File: src/hw/ex_op_pkg.sv
`default_nettype none

package ex_op_pkg;

    typedef enum logic [4:0] {
        ADD, SUB, AND, OR, XOR,
        SLL, SRL, SRA, SLT, SLTU,
        ADDW, SUBW, SLLW, SRLW, SRAW,
        BEQ, BNE, BLT, BGE, BLTU, BGEU,
        MUL, MULW, DIV, DIVU, REM, REMU,
        DIVW, DIVUW, REMW, REMUW
    } ex_op_e;

    // ops handled by the iterative unit
    function automatic logic is_muldiv(ex_op_e op);
        return op inside {MUL, MULW, DIV, DIVU, REM, REMU,
                          DIVW, DIVUW, REMW, REMUW};
    endfunction

    // 32-bit forms, result sign-extended from bit 31
    function automatic logic is_word_op(ex_op_e op);
        return op inside {ADDW, SUBW, SLLW, SRLW, SRAW,
                          MULW, DIVW, DIVUW, REMW, REMUW};
    endfunction

    function automatic logic is_branch(ex_op_e op);
        return op inside {BEQ, BNE, BLT, BGE, BLTU, BGEU};
    endfunction

endpackage

`default_nettype wire

File: src/hw/ex_types_pkg.sv
`default_nettype none

package ex_types_pkg;

    localparam int XLEN = 64;
    localparam int HLEN = XLEN / 2;

    // one register-width data word
    typedef logic [XLEN-1:0] xlen_t;

    // upper or lower half of a word
    typedef logic [HLEN-1:0] half_t;

    typedef struct packed {
        half_t hi;
        half_t lo;
    } word_halves_t;

    // same 64 bits, seen whole or as two halves
    typedef union packed {
        xlen_t        word;
        word_halves_t half;
    } word_u;

    // most negative 64-bit value
    localparam xlen_t XLEN_MIN = {1'b1, {(XLEN-1){1'b0}}};

    // most negative 32-bit value, sign-extended
    localparam xlen_t HALF_MIN_SEXT = {{(HLEN+1){1'b1}}, {(HLEN-1){1'b0}}};

endpackage

`default_nettype wire
File: src/hw/ex_op_if.sv
`timescale 1ns/1ps
`default_nettype none

interface ex_op_if;
    import ex_types_pkg::*;
    import ex_op_pkg::*;

    logic   start;  // one-cycle pulse, op/a/b valid
    ex_op_e op;
    xlen_t  a;
    xlen_t  b;
    logic   done;   // one-cycle pulse, res/cond valid
    xlen_t  res;
    logic   cond;

    modport ctrl (
        output start, op, a, b,
        input  done, res, cond
    );

    modport unit (
        input  start, op, a, b,
        output done, res, cond
    );
endinterface

`default_nettype wire

File: src/hw/ex_unit.sv
`timescale 1ns/1ps
`default_nettype none

module ex_unit #(
    parameter int MD_BITS_PER_CYCLE = 1
) (
    input  logic                clk,
    input  logic                rst,
    input  logic                req,
    input  ex_op_pkg::ex_op_e   op,
    input  ex_types_pkg::xlen_t src1,
    input  ex_types_pkg::xlen_t src2,
    output logic                ack,
    output ex_types_pkg::xlen_t result,
    output logic                cond
);

    ex_op_if alu_bus ();
    ex_op_if md_bus ();

    ex_ctrl u_ctrl (
        .clk    (clk),
        .rst    (rst),
        .req    (req),
        .op     (op),
        .src1   (src1),
        .src2   (src2),
        .ack    (ack),
        .result (result),
        .cond   (cond),
        .alu    (alu_bus),
        .md     (md_bus)
    );

    int_alu u_alu (
        .clk (clk),
        .rst (rst),
        .bus (alu_bus)
    );

    muldiv_unit #(
        .MD_BITS_PER_CYCLE (MD_BITS_PER_CYCLE)
    ) u_md (
        .clk (clk),
        .rst (rst),
        .bus (md_bus)
    );

endmodule

`default_nettype wire

File: src/hw/ex_ctrl.sv
`timescale 1ns/1ps
`default_nettype none

module ex_ctrl (
    input  logic                clk,
    input  logic                rst,
    input  logic                req,
    input  ex_op_pkg::ex_op_e   op,
    input  ex_types_pkg::xlen_t src1,
    input  ex_types_pkg::xlen_t src2,
    output logic                ack,
    output ex_types_pkg::xlen_t result,
    output logic                cond,
    ex_op_if.ctrl               alu,
    ex_op_if.ctrl               md
);
    import ex_op_pkg::*;

    localparam logic [1:0] ST_IDLE = 2'd0;
    localparam logic [1:0] ST_WAIT = 2'd1;
    localparam logic [1:0] ST_ACK  = 2'd2;

    logic [1:0] state;
    logic       sel_md;     // op went to mul/div
    logic       unit_done;

    // requester holds these stable while req is high
    assign alu.op = op;
    assign alu.a  = src1;
    assign alu.b  = src2;
    assign md.op  = op;
    assign md.a   = src1;
    assign md.b   = src2;

    assign unit_done = sel_md ? md.done : alu.done;

    always_ff @(posedge clk) begin
        if (rst) begin
            state     <= ST_IDLE;
            sel_md    <= 1'b0;
            alu.start <= 1'b0;
            md.start  <= 1'b0;
            ack       <= 1'b0;
            result    <= '0;
            cond      <= 1'b0;
        end else begin
            alu.start <= 1'b0;
            md.start  <= 1'b0;
            case (state)
                ST_IDLE: begin
                    if (req) begin
                        sel_md    <= is_muldiv(op);
                        alu.start <= !is_muldiv(op);
                        md.start  <= is_muldiv(op);
                        state     <= ST_WAIT;
                    end
                end
                ST_WAIT: begin
                    if (unit_done) begin
                        result <= sel_md ? md.res : alu.res;
                        cond   <= sel_md ? md.cond : alu.cond;
                        ack    <= 1'b1;
                        state  <= ST_ACK;
                    end
                end
                ST_ACK: begin
                    if (!req) begin  // hold result until req drops
                        ack   <= 1'b0;
                        state <= ST_IDLE;
                    end
                end
                default: state <= ST_IDLE;
            endcase
        end
    end

    a_ack_needs_req: assert property (
        @(posedge clk) disable iff (rst)
        $rose(ack) |-> $past(req)
    );

    a_start_from_idle: assert property (
        @(posedge clk) disable iff (rst)
        (alu.start || md.start) |-> $past(state) == ST_IDLE
    );

endmodule

`default_nettype wire

File: src/hw/muldiv_unit.sv
`timescale 1ns/1ps
`default_nettype none

module muldiv_unit #(
    parameter int MD_BITS_PER_CYCLE = 1
) (
    input  logic  clk,
    input  logic  rst,
    ex_op_if.unit bus
);
    import ex_types_pkg::*;
    import ex_op_pkg::*;

    localparam int ITER = XLEN / MD_BITS_PER_CYCLE;

    logic       busy;
    logic [6:0] cnt;       // iterations left
    ex_op_e     op_q;
    xlen_t      acc;       // product sum or partial remainder
    xlen_t      quo;       // multiplier or dividend/quotient
    xlen_t      dvs;       // multiplicand or divisor
    logic       neg_q;
    logic       neg_r;
    logic       short_q;   // div by zero / overflow result
    xlen_t      short_res;

    logic       sgn;
    logic       is_rem;
    logic       is_mul;
    xlen_t      ext_a;
    xlen_t      ext_b;
    xlen_t      mag_a;
    xlen_t      mag_b;
    logic       div0;
    logic       ovf;
    xlen_t      start_short_res;

    logic        mul_mode;
    xlen_t       nxt_acc;
    xlen_t       nxt_quo;
    xlen_t       nxt_dvs;
    logic [64:0] trial;
    word_u       fin_u;

    // operand setup at start
    always_comb begin
        sgn    = bus.op inside {DIV, REM, DIVW, REMW};
        is_rem = bus.op inside {REM, REMU, REMW, REMUW};
        is_mul = bus.op inside {MUL, MULW};
        if (is_word_op(bus.op)) begin
            ext_a = sgn ? {{HLEN{bus.a[HLEN-1]}}, bus.a[HLEN-1:0]} : {{HLEN{1'b0}}, bus.a[HLEN-1:0]};
            ext_b = sgn ? {{HLEN{bus.b[HLEN-1]}}, bus.b[HLEN-1:0]} : {{HLEN{1'b0}}, bus.b[HLEN-1:0]};
        end else begin
            ext_a = bus.a;
            ext_b = bus.b;
        end
        mag_a = (sgn && ext_a[XLEN-1]) ? -ext_a : ext_a;
        mag_b = (sgn && ext_b[XLEN-1]) ? -ext_b : ext_b;
        div0  = !is_mul && (ext_b == '0);
        ovf   = sgn && (ext_b == '1) &&
                (ext_a == (is_word_op(bus.op) ? HALF_MIN_SEXT : XLEN_MIN));
        if (is_rem) begin
            start_short_res = div0 ? ext_a : '0;
        end else begin
            start_short_res = div0 ? '1 : ext_a;
        end
    end

    assign mul_mode = op_q inside {MUL, MULW};

    // MD_BITS_PER_CYCLE steps of shift-add or restoring subtract
    always_comb begin
        nxt_acc = acc;
        nxt_quo = quo;
        nxt_dvs = dvs;
        trial   = '0;
        for (int i = 0; i < MD_BITS_PER_CYCLE; i++) begin
            if (mul_mode) begin
                if (nxt_quo[0]) begin
                    nxt_acc = nxt_acc + nxt_dvs;
                end
                nxt_dvs = nxt_dvs << 1;
                nxt_quo = nxt_quo >> 1;
            end else begin
                trial   = {nxt_acc, nxt_quo[XLEN-1]};
                nxt_quo = nxt_quo << 1;
                if (trial >= {1'b0, nxt_dvs}) begin
                    trial      = trial - {1'b0, nxt_dvs};
                    nxt_quo[0] = 1'b1;
                end
                nxt_acc = trial[XLEN-1:0];
            end
        end
    end

    // sign fix and W-form extension
    always_comb begin
        if (short_q) begin
            fin_u.word = short_res;
        end else if (mul_mode) begin
            fin_u.word = acc;
        end else if (op_q inside {REM, REMU, REMW, REMUW}) begin
            fin_u.word = neg_r ? -acc : acc;
        end else begin
            fin_u.word = neg_q ? -quo : quo;
        end
        if (is_word_op(op_q)) begin
            fin_u.half.hi = {HLEN{fin_u.half.lo[HLEN-1]}};
        end
    end

    always_ff @(posedge clk) begin
        if (rst) begin
            busy     <= 1'b0;
            cnt      <= '0;
            bus.done <= 1'b0;
        end else begin
            bus.done <= 1'b0;
            if (bus.start) begin
                busy <= 1'b1;
                cnt  <= (div0 || ovf) ? 7'd0 : 7'(ITER);
            end else if (busy) begin
                if (cnt == '0) begin
                    busy     <= 1'b0;
                    bus.done <= 1'b1;
                end else begin
                    cnt <= cnt - 7'd1;
                end
            end
        end
    end

    always_ff @(posedge clk) begin
        if (bus.start) begin
            op_q      <= bus.op;
            acc       <= '0;
            quo       <= is_mul ? ext_b : mag_a;
            dvs       <= is_mul ? ext_a : mag_b;
            neg_q     <= sgn && (ext_a[XLEN-1] ^ ext_b[XLEN-1]);
            neg_r     <= sgn && ext_a[XLEN-1];
            short_q   <= div0 || ovf;
            short_res <= start_short_res;
        end else if (busy && cnt != '0) begin
            acc <= nxt_acc;
            quo <= nxt_quo;
            dvs <= nxt_dvs;
        end
        if (busy && cnt == '0) begin
            bus.res <= fin_u.word;
        end
    end

    assign bus.cond = 1'b0;  // no branch outcome here

    a_no_start_busy: assert property (
        @(posedge clk) disable iff (rst)
        bus.start |-> !busy
    );

    a_no_done_idle: assert property (
        @(posedge clk) disable iff (rst)
        bus.done |-> $past(busy)
    );

endmodule

`default_nettype wire

File: src/hw/int_alu.sv
`timescale 1ns/1ps
`default_nettype none

module int_alu (
    input  logic  clk,
    input  logic  rst,
    ex_op_if.unit bus
);
    import ex_types_pkg::*;
    import ex_op_pkg::*;

    logic [5:0] shamt;
    xlen_t      full_res;
    word_u      w_res;
    xlen_t      alu_res;
    logic       taken;

    always_comb begin
        shamt = is_word_op(bus.op) ? {1'b0, bus.b[4:0]} : bus.b[5:0];
        full_res = '0;
        case (bus.op)
            ADD, ADDW: full_res = bus.a + bus.b;
            SUB, SUBW: full_res = bus.a - bus.b;
            AND:       full_res = bus.a & bus.b;
            OR:        full_res = bus.a | bus.b;
            XOR:       full_res = bus.a ^ bus.b;
            SLL, SLLW: full_res = bus.a << shamt;
            SRL:       full_res = bus.a >> shamt;
            SRLW:      full_res = {{HLEN{1'b0}}, bus.a[HLEN-1:0]} >> shamt;
            SRA:       full_res = $signed(bus.a) >>> shamt;
            SRAW:      full_res = $signed({{HLEN{bus.a[HLEN-1]}}, bus.a[HLEN-1:0]}) >>> shamt;
            SLT:       full_res = {{(XLEN-1){1'b0}}, $signed(bus.a) < $signed(bus.b)};
            SLTU:      full_res = {{(XLEN-1){1'b0}}, bus.a < bus.b};
            default:   full_res = '0;
        endcase

        w_res.word = full_res;
        if (is_word_op(bus.op)) begin
            w_res.half.hi = {HLEN{w_res.half.lo[HLEN-1]}};  // sign-extend low half
        end
    end

    // 1 when the branch is taken
    always_comb begin
        case (bus.op)
            BEQ:     taken = bus.a == bus.b;
            BNE:     taken = bus.a != bus.b;
            BLT:     taken = $signed(bus.a) < $signed(bus.b);
            BGE:     taken = $signed(bus.a) >= $signed(bus.b);
            BLTU:    taken = bus.a < bus.b;
            BGEU:    taken = bus.a >= bus.b;
            default: taken = 1'b0;
        endcase
    end

    assign alu_res = is_branch(bus.op) ? '0 : w_res.word;

    always_ff @(posedge clk) begin
        if (rst) begin
            bus.done <= 1'b0;
        end else begin
            bus.done <= bus.start;
        end
    end

    always_ff @(posedge clk) begin
        if (bus.start) begin
            bus.res  <= alu_res;
            bus.cond <= taken;
        end
    end

    // valid result one cycle after start
    a_done_one_cycle: assert property (
        @(posedge clk) disable iff (rst)
        bus.start |=> bus.done && !$isunknown({bus.res, bus.cond})
    );

endmodule

`default_nettype wire

File: config.mk
export PLATFORM = sky130hd
export DESIGN_NAME = ex_unit
export DESIGN_NICKNAME = d
export VERILOG_FILES = /design/src/hw/ex_op_pkg.sv /design/src/hw/ex_types_pkg.sv /design/src/hw/ex_op_if.sv /design/src/hw/ex_unit.sv /design/src/hw/ex_ctrl.sv /design/src/hw/muldiv_unit.sv /design/src/hw/int_alu.sv
export SDC_FILE = /design/constraint.sdc
export NUM_CORES = 2
export LEC_CHECK = 0
export ABC_AREA = 1
export BUFFER_PORTS_ARGS = -buffer_cell sky130_fd_sc_hd__buf_2
export CAP_MARGIN = 25
export CORE_MARGIN = 5
export CORE_UTILIZATION = 33
export CTS_CLUSTER_DIAMETER = 100
export CTS_CLUSTER_SIZE = 20
export DETAILED_ROUTE_END_ITERATION = 16
export PLACE_DENSITY = 0.5
export SYNTH_ARGS = -nofsm -noshare
export SYNTH_HDL_FRONTEND = slang
export SYNTH_HIERARCHICAL = 1
export SYNTH_SLANG_ARGS = --single-unit
File: constraint.sdc
create_clock -name clk -period 14.6 [get_ports clk]
set_input_delay 0.73 -clock clk [delete_from_list [all_inputs] [get_ports clk]]
set_output_delay 0.73 -clock clk [all_outputs]
set_load 0.005 [all_outputs]
==> flow_results.org <==
** Clock tree
- Clk root buf :: clkbuf_16
- Post CTS Setup Buffer Count :: 0
- Number of buffers created by CTS :: 39
- Number of buffers inserted by hold repair at cts :: 0
- The later pin in the worst-skew pair is clocked with a latency of 0.71 ns.
- Max H-tree Level :: 2
- After clock tree synthesis, the clock-pin slew on the worst setup and hold paths is 0.09 ns.
- Clock tree from TritonCTS :: done
- Maximum buffer depth of the clock tree :: 3
- The number of gates resized after CTS was 0.
- CTS saw 474 sinks.

** Die
- The die is 473 µm tall.
- For this design the top-level I/O count stands at 202.
- Measured along the x axis, the die boundary spans 473 µm.
- Area enclosed by the die boundary :: 0.224 mm²
- Placeable core region :: 0.214 mm²
- In this run the core area contains 170 standard-cell rows.
- Starting density of the core :: 33.1%

** Pwr
- Worst supply voltage drop on vdd :: 0.0802 mV
- Pwr Density :: 79.3 mW/mm²
- In this run the static leakage power is 35.9 nW.
- In this run, the combinational gates consume 51.3% of the power.
- Internal power comes to 2.75 mW.
- Relative contribution of the clock network to total power :: 21.0%
- The share of total power dissipated in sequential elements is 27.7%.
- Net switching power of the design :: 3.07 mW
- Switching share of power :: 52.7%

** Routing
- Via density per instance :: 5.87
- Number of DRC markers after the initial detailed-route iteration :: 12,800
- After detailed routing, the total wire length is 494 mm.
- In the routed design, unresolved DRC markers number 0.
- Routed vias :: 89,000
- In the final routed layout, each cell accounts on average for 32.6 µm.
- Drt pass-1 iters :: 8
- Remaining antenna violation count :: 0

** Timing
- Tmin final :: 5.72 ns
- The tightest hold path in the finished design has a slack of 0.346 ns.
- Setup violations remaining at the end of the flow were counted as 0.
- Timing would allow up to 175 MHz.
- The clock arrives with 0.0781 ns of skew.
- Adding up every negative setup slack in the final design gives 0 ns.
- In this run the tightest slew margin relative to its limit is 16.3%.
- Of the available clock period, the critical path in the final layout requires 39.2%.
- Setup repair after global routing missed its margin :: false
- Across all setup checks in the final design, the least slack found is 8.88 ns.
- Final hold violation count :: 0
- At the pin with the least slew margin, the transition time is 1.24 ns.
- The max-slew violation count is 0.

** Cells and area
- Share of post-route cells with drive strength above 1 :: 4.82%
- The layout has 25,500 filler cells.
- The library cell used most frequently in the layout, excluding fill and tap cells, is nand2_1.
- Count of non-filler cells in the finished layout :: 15,200
- Leaving out fill and tap cells, the most frequent cells in the layout are 3,702 x nand2_1, 1,636 x nor2_1, 1,458 x inv_1.
- For this run, the post-layout net count is 12,700.
- Layout overhead on the synthesized area :: 3.70%
- Final core occ :: 34.3%

** Global route
- Global routing finished with a remaining overflow of 0.
- Antenna violations before repair :: 59
- Maximum number of pins on one net before global-route repair :: 175
- In the global route stage, overall resource usage came out at 42.2%.
- Via count of the first global-routing pass :: 81,700
- First-pass GRT wire length :: 666 mm

** Synth
- Most common flop cell mapped by yosys :: edfxtp_1
- Yosys top cell by area :: nand2_1
- Synthesis produced 12,700 cells.
- Synth Warn # :: 6
- In this run the biggest area consumer among cell types represents 19.7% of the synthesized area.
- Yosys mapped a number of flops with a built-in enable equal to 329.
- Number of unique standard cell types used by synthesis :: 65
- Counting every net in the synthesized netlist gives 13,200.
- #FFs+latches synth :: 474
- Dividing the synthesized area by the synthesized cell count gives 5.57 µm².
- For this run, asynchronously set or reset flops after synthesis account for 0%.
- Netlist Area Pre-Place :: 0.0708 mm²
- By area the synthesized netlist is led by nand2_1 20%, edfxtp_1 14%, nand3_1 9.5%, nor2_1 8.7%, inv_1 7.8%.
- Fraction of the yosys area taken by sequential cells :: 18.1%

** Setup path
- Crit path kind :: in -> reg
- CP Max Fanout :: 65
- STA classifies the critical path startpoint as an input port.
- Gate family responsible for the most delay along the worst path :: simple AND/OR/NAND/NOR gates
- Critical path cell sequence :: buf_2 > inv_1 > nand2_1 > nand2_2 > nand3_2 > buf_4 > nand3_4 > nand3_2 > buf_4 > nand3_2 > a21oi_1 > nand2_1 > nor2_1 > nand4_4 > buf_4 > o21ai_0
- Internal reg-to-reg setup slack :: 9.76 ns
- Signal arrival time at the worst endpoint :: 6.24 ns
- The worst setup path is captured at a register.
- On the critical path, the stage with the largest delay is an instance of a21oi_1.
- On the worst path, the slowest cell contributes a delay of 0.95 ns.
- Count of buffer and inverter cells on the critical path :: 5
- STA puts the critical path data required time at 15.11 ns.

** Place
- Pre-CTS setup slack :: 8.51 ns
- Total placed cells including tap cells :: 15,000
- Port buffering added 201 buffers.
- Routability-driven placement finished with a final weighted congestion of 1.14.
- Post-DP HPWL :: 405 mm

** Hold path
- Worst hold path class :: in -> reg

** Outcome
- Status :: complete, no violations

** Job
- Max Cap Violations :: 0
-- final cells by class --
cell class	instances	area, µm²	area share (%)
diodes	43	108	0.147
clock buffers	49	1010	1.38
clock inverters	23	327	0.445
inverters	1499	5640	7.69
multi-input cells	9893	47900	65.3
flip-flops and latches	474	12800	17.4
well taps	2838	3550	4.84
repair buffers	332	2070	2.82
-- kinds of logic (layout without fill, tap and decap cells) --
logic type,count (synthesis),count (layout),synth area share [%]
XOR/XNOR,121,121,1.50
multiplexers,5,5,0.0707
flip-flops,474,474,18.1
AND/OR/NAND/NOR,7292,7292,43.1
other,1,44,0.00530
AO/OA/AOI/OAI,2138,2138,16.7
adder cells (fa/ha/maj),336,336,5.98
buffers and inverters,2349,1903,14.5
-- metrics by stage --
stage	instance area, µm²	power [mW]
after floorplan	70800	3.30
after global placement	71900	4.49
after detailed placement	71900	4.47
after CTS	73200	5.70
after global routing	73400	6.03
final	73400	5.82
-- registers in the layout (all words and copies together) (netlist names), 2 cells and up --
name            cells
u_alu/bus.res      64
u_ctrl/state        2
u_md/quo           64
u_md/short_res     64
u_md/acc           64
u_ctrl/result      64
u_md/cnt            7
u_md/dvs           64
u_md/bus.res       64
u_md/op_q           5
-- path summary, 6_finish.rpt --
path / start / end / cells after the start
setup / recovery: op[0] / u_md/short_res[9]$_DFFE_PP_ / 16
hold / removal: rst / u_ctrl/state[1]$_SDFFE_PP0P_ / 2
setup reg to reg: u_md/op_q[1]$_DFFE_PP_ / u_md/bus.res[32]$_DFFE_PP_ / 10
hold reg to reg: u_md/cnt[0]$_SDFFE_PP0P_ / u_md/cnt[0]$_SDFFE_PP0P_ / 2
-- cell usage after synthesis, drive strengths merged (20+ instances only) --
cell type	n
a21oi	723
a221oi	20
a31oi	25
buf	571
clkbuf	279
dfxtp	145
edfxtp	329
ha	332
inv	1489
nand2	3726
nand3	1360
nand3b	43
nand4	269
nor2	1663
nor3	148
nor4	36
o211ai	94
o21ai	1048
o21bai	48
o221ai	38
o22ai	61
or2	23
xor2	102
-- power by group through the flow --
stage	Sequential [mW]	Clock [mW]	Combinational, mW
global placement	1.64	0	2.86
finish	1.61	1.22	2.99
floorplan	1.58	0	1.72
detailed placement	1.63	0	2.84
global route	1.61	1.29	3.13
CTS	1.60	1.24	2.85
-- layer usage --
metal | share of wire [%] | GRT usage (%)
met1 | 38 | 50.6
met2 | 42 | 62.9
met3 | 8.9 | 8.36
met4 | 12 | 39.7
met5 | 0.012 | 0
Power figures use the tool's default switching activity.
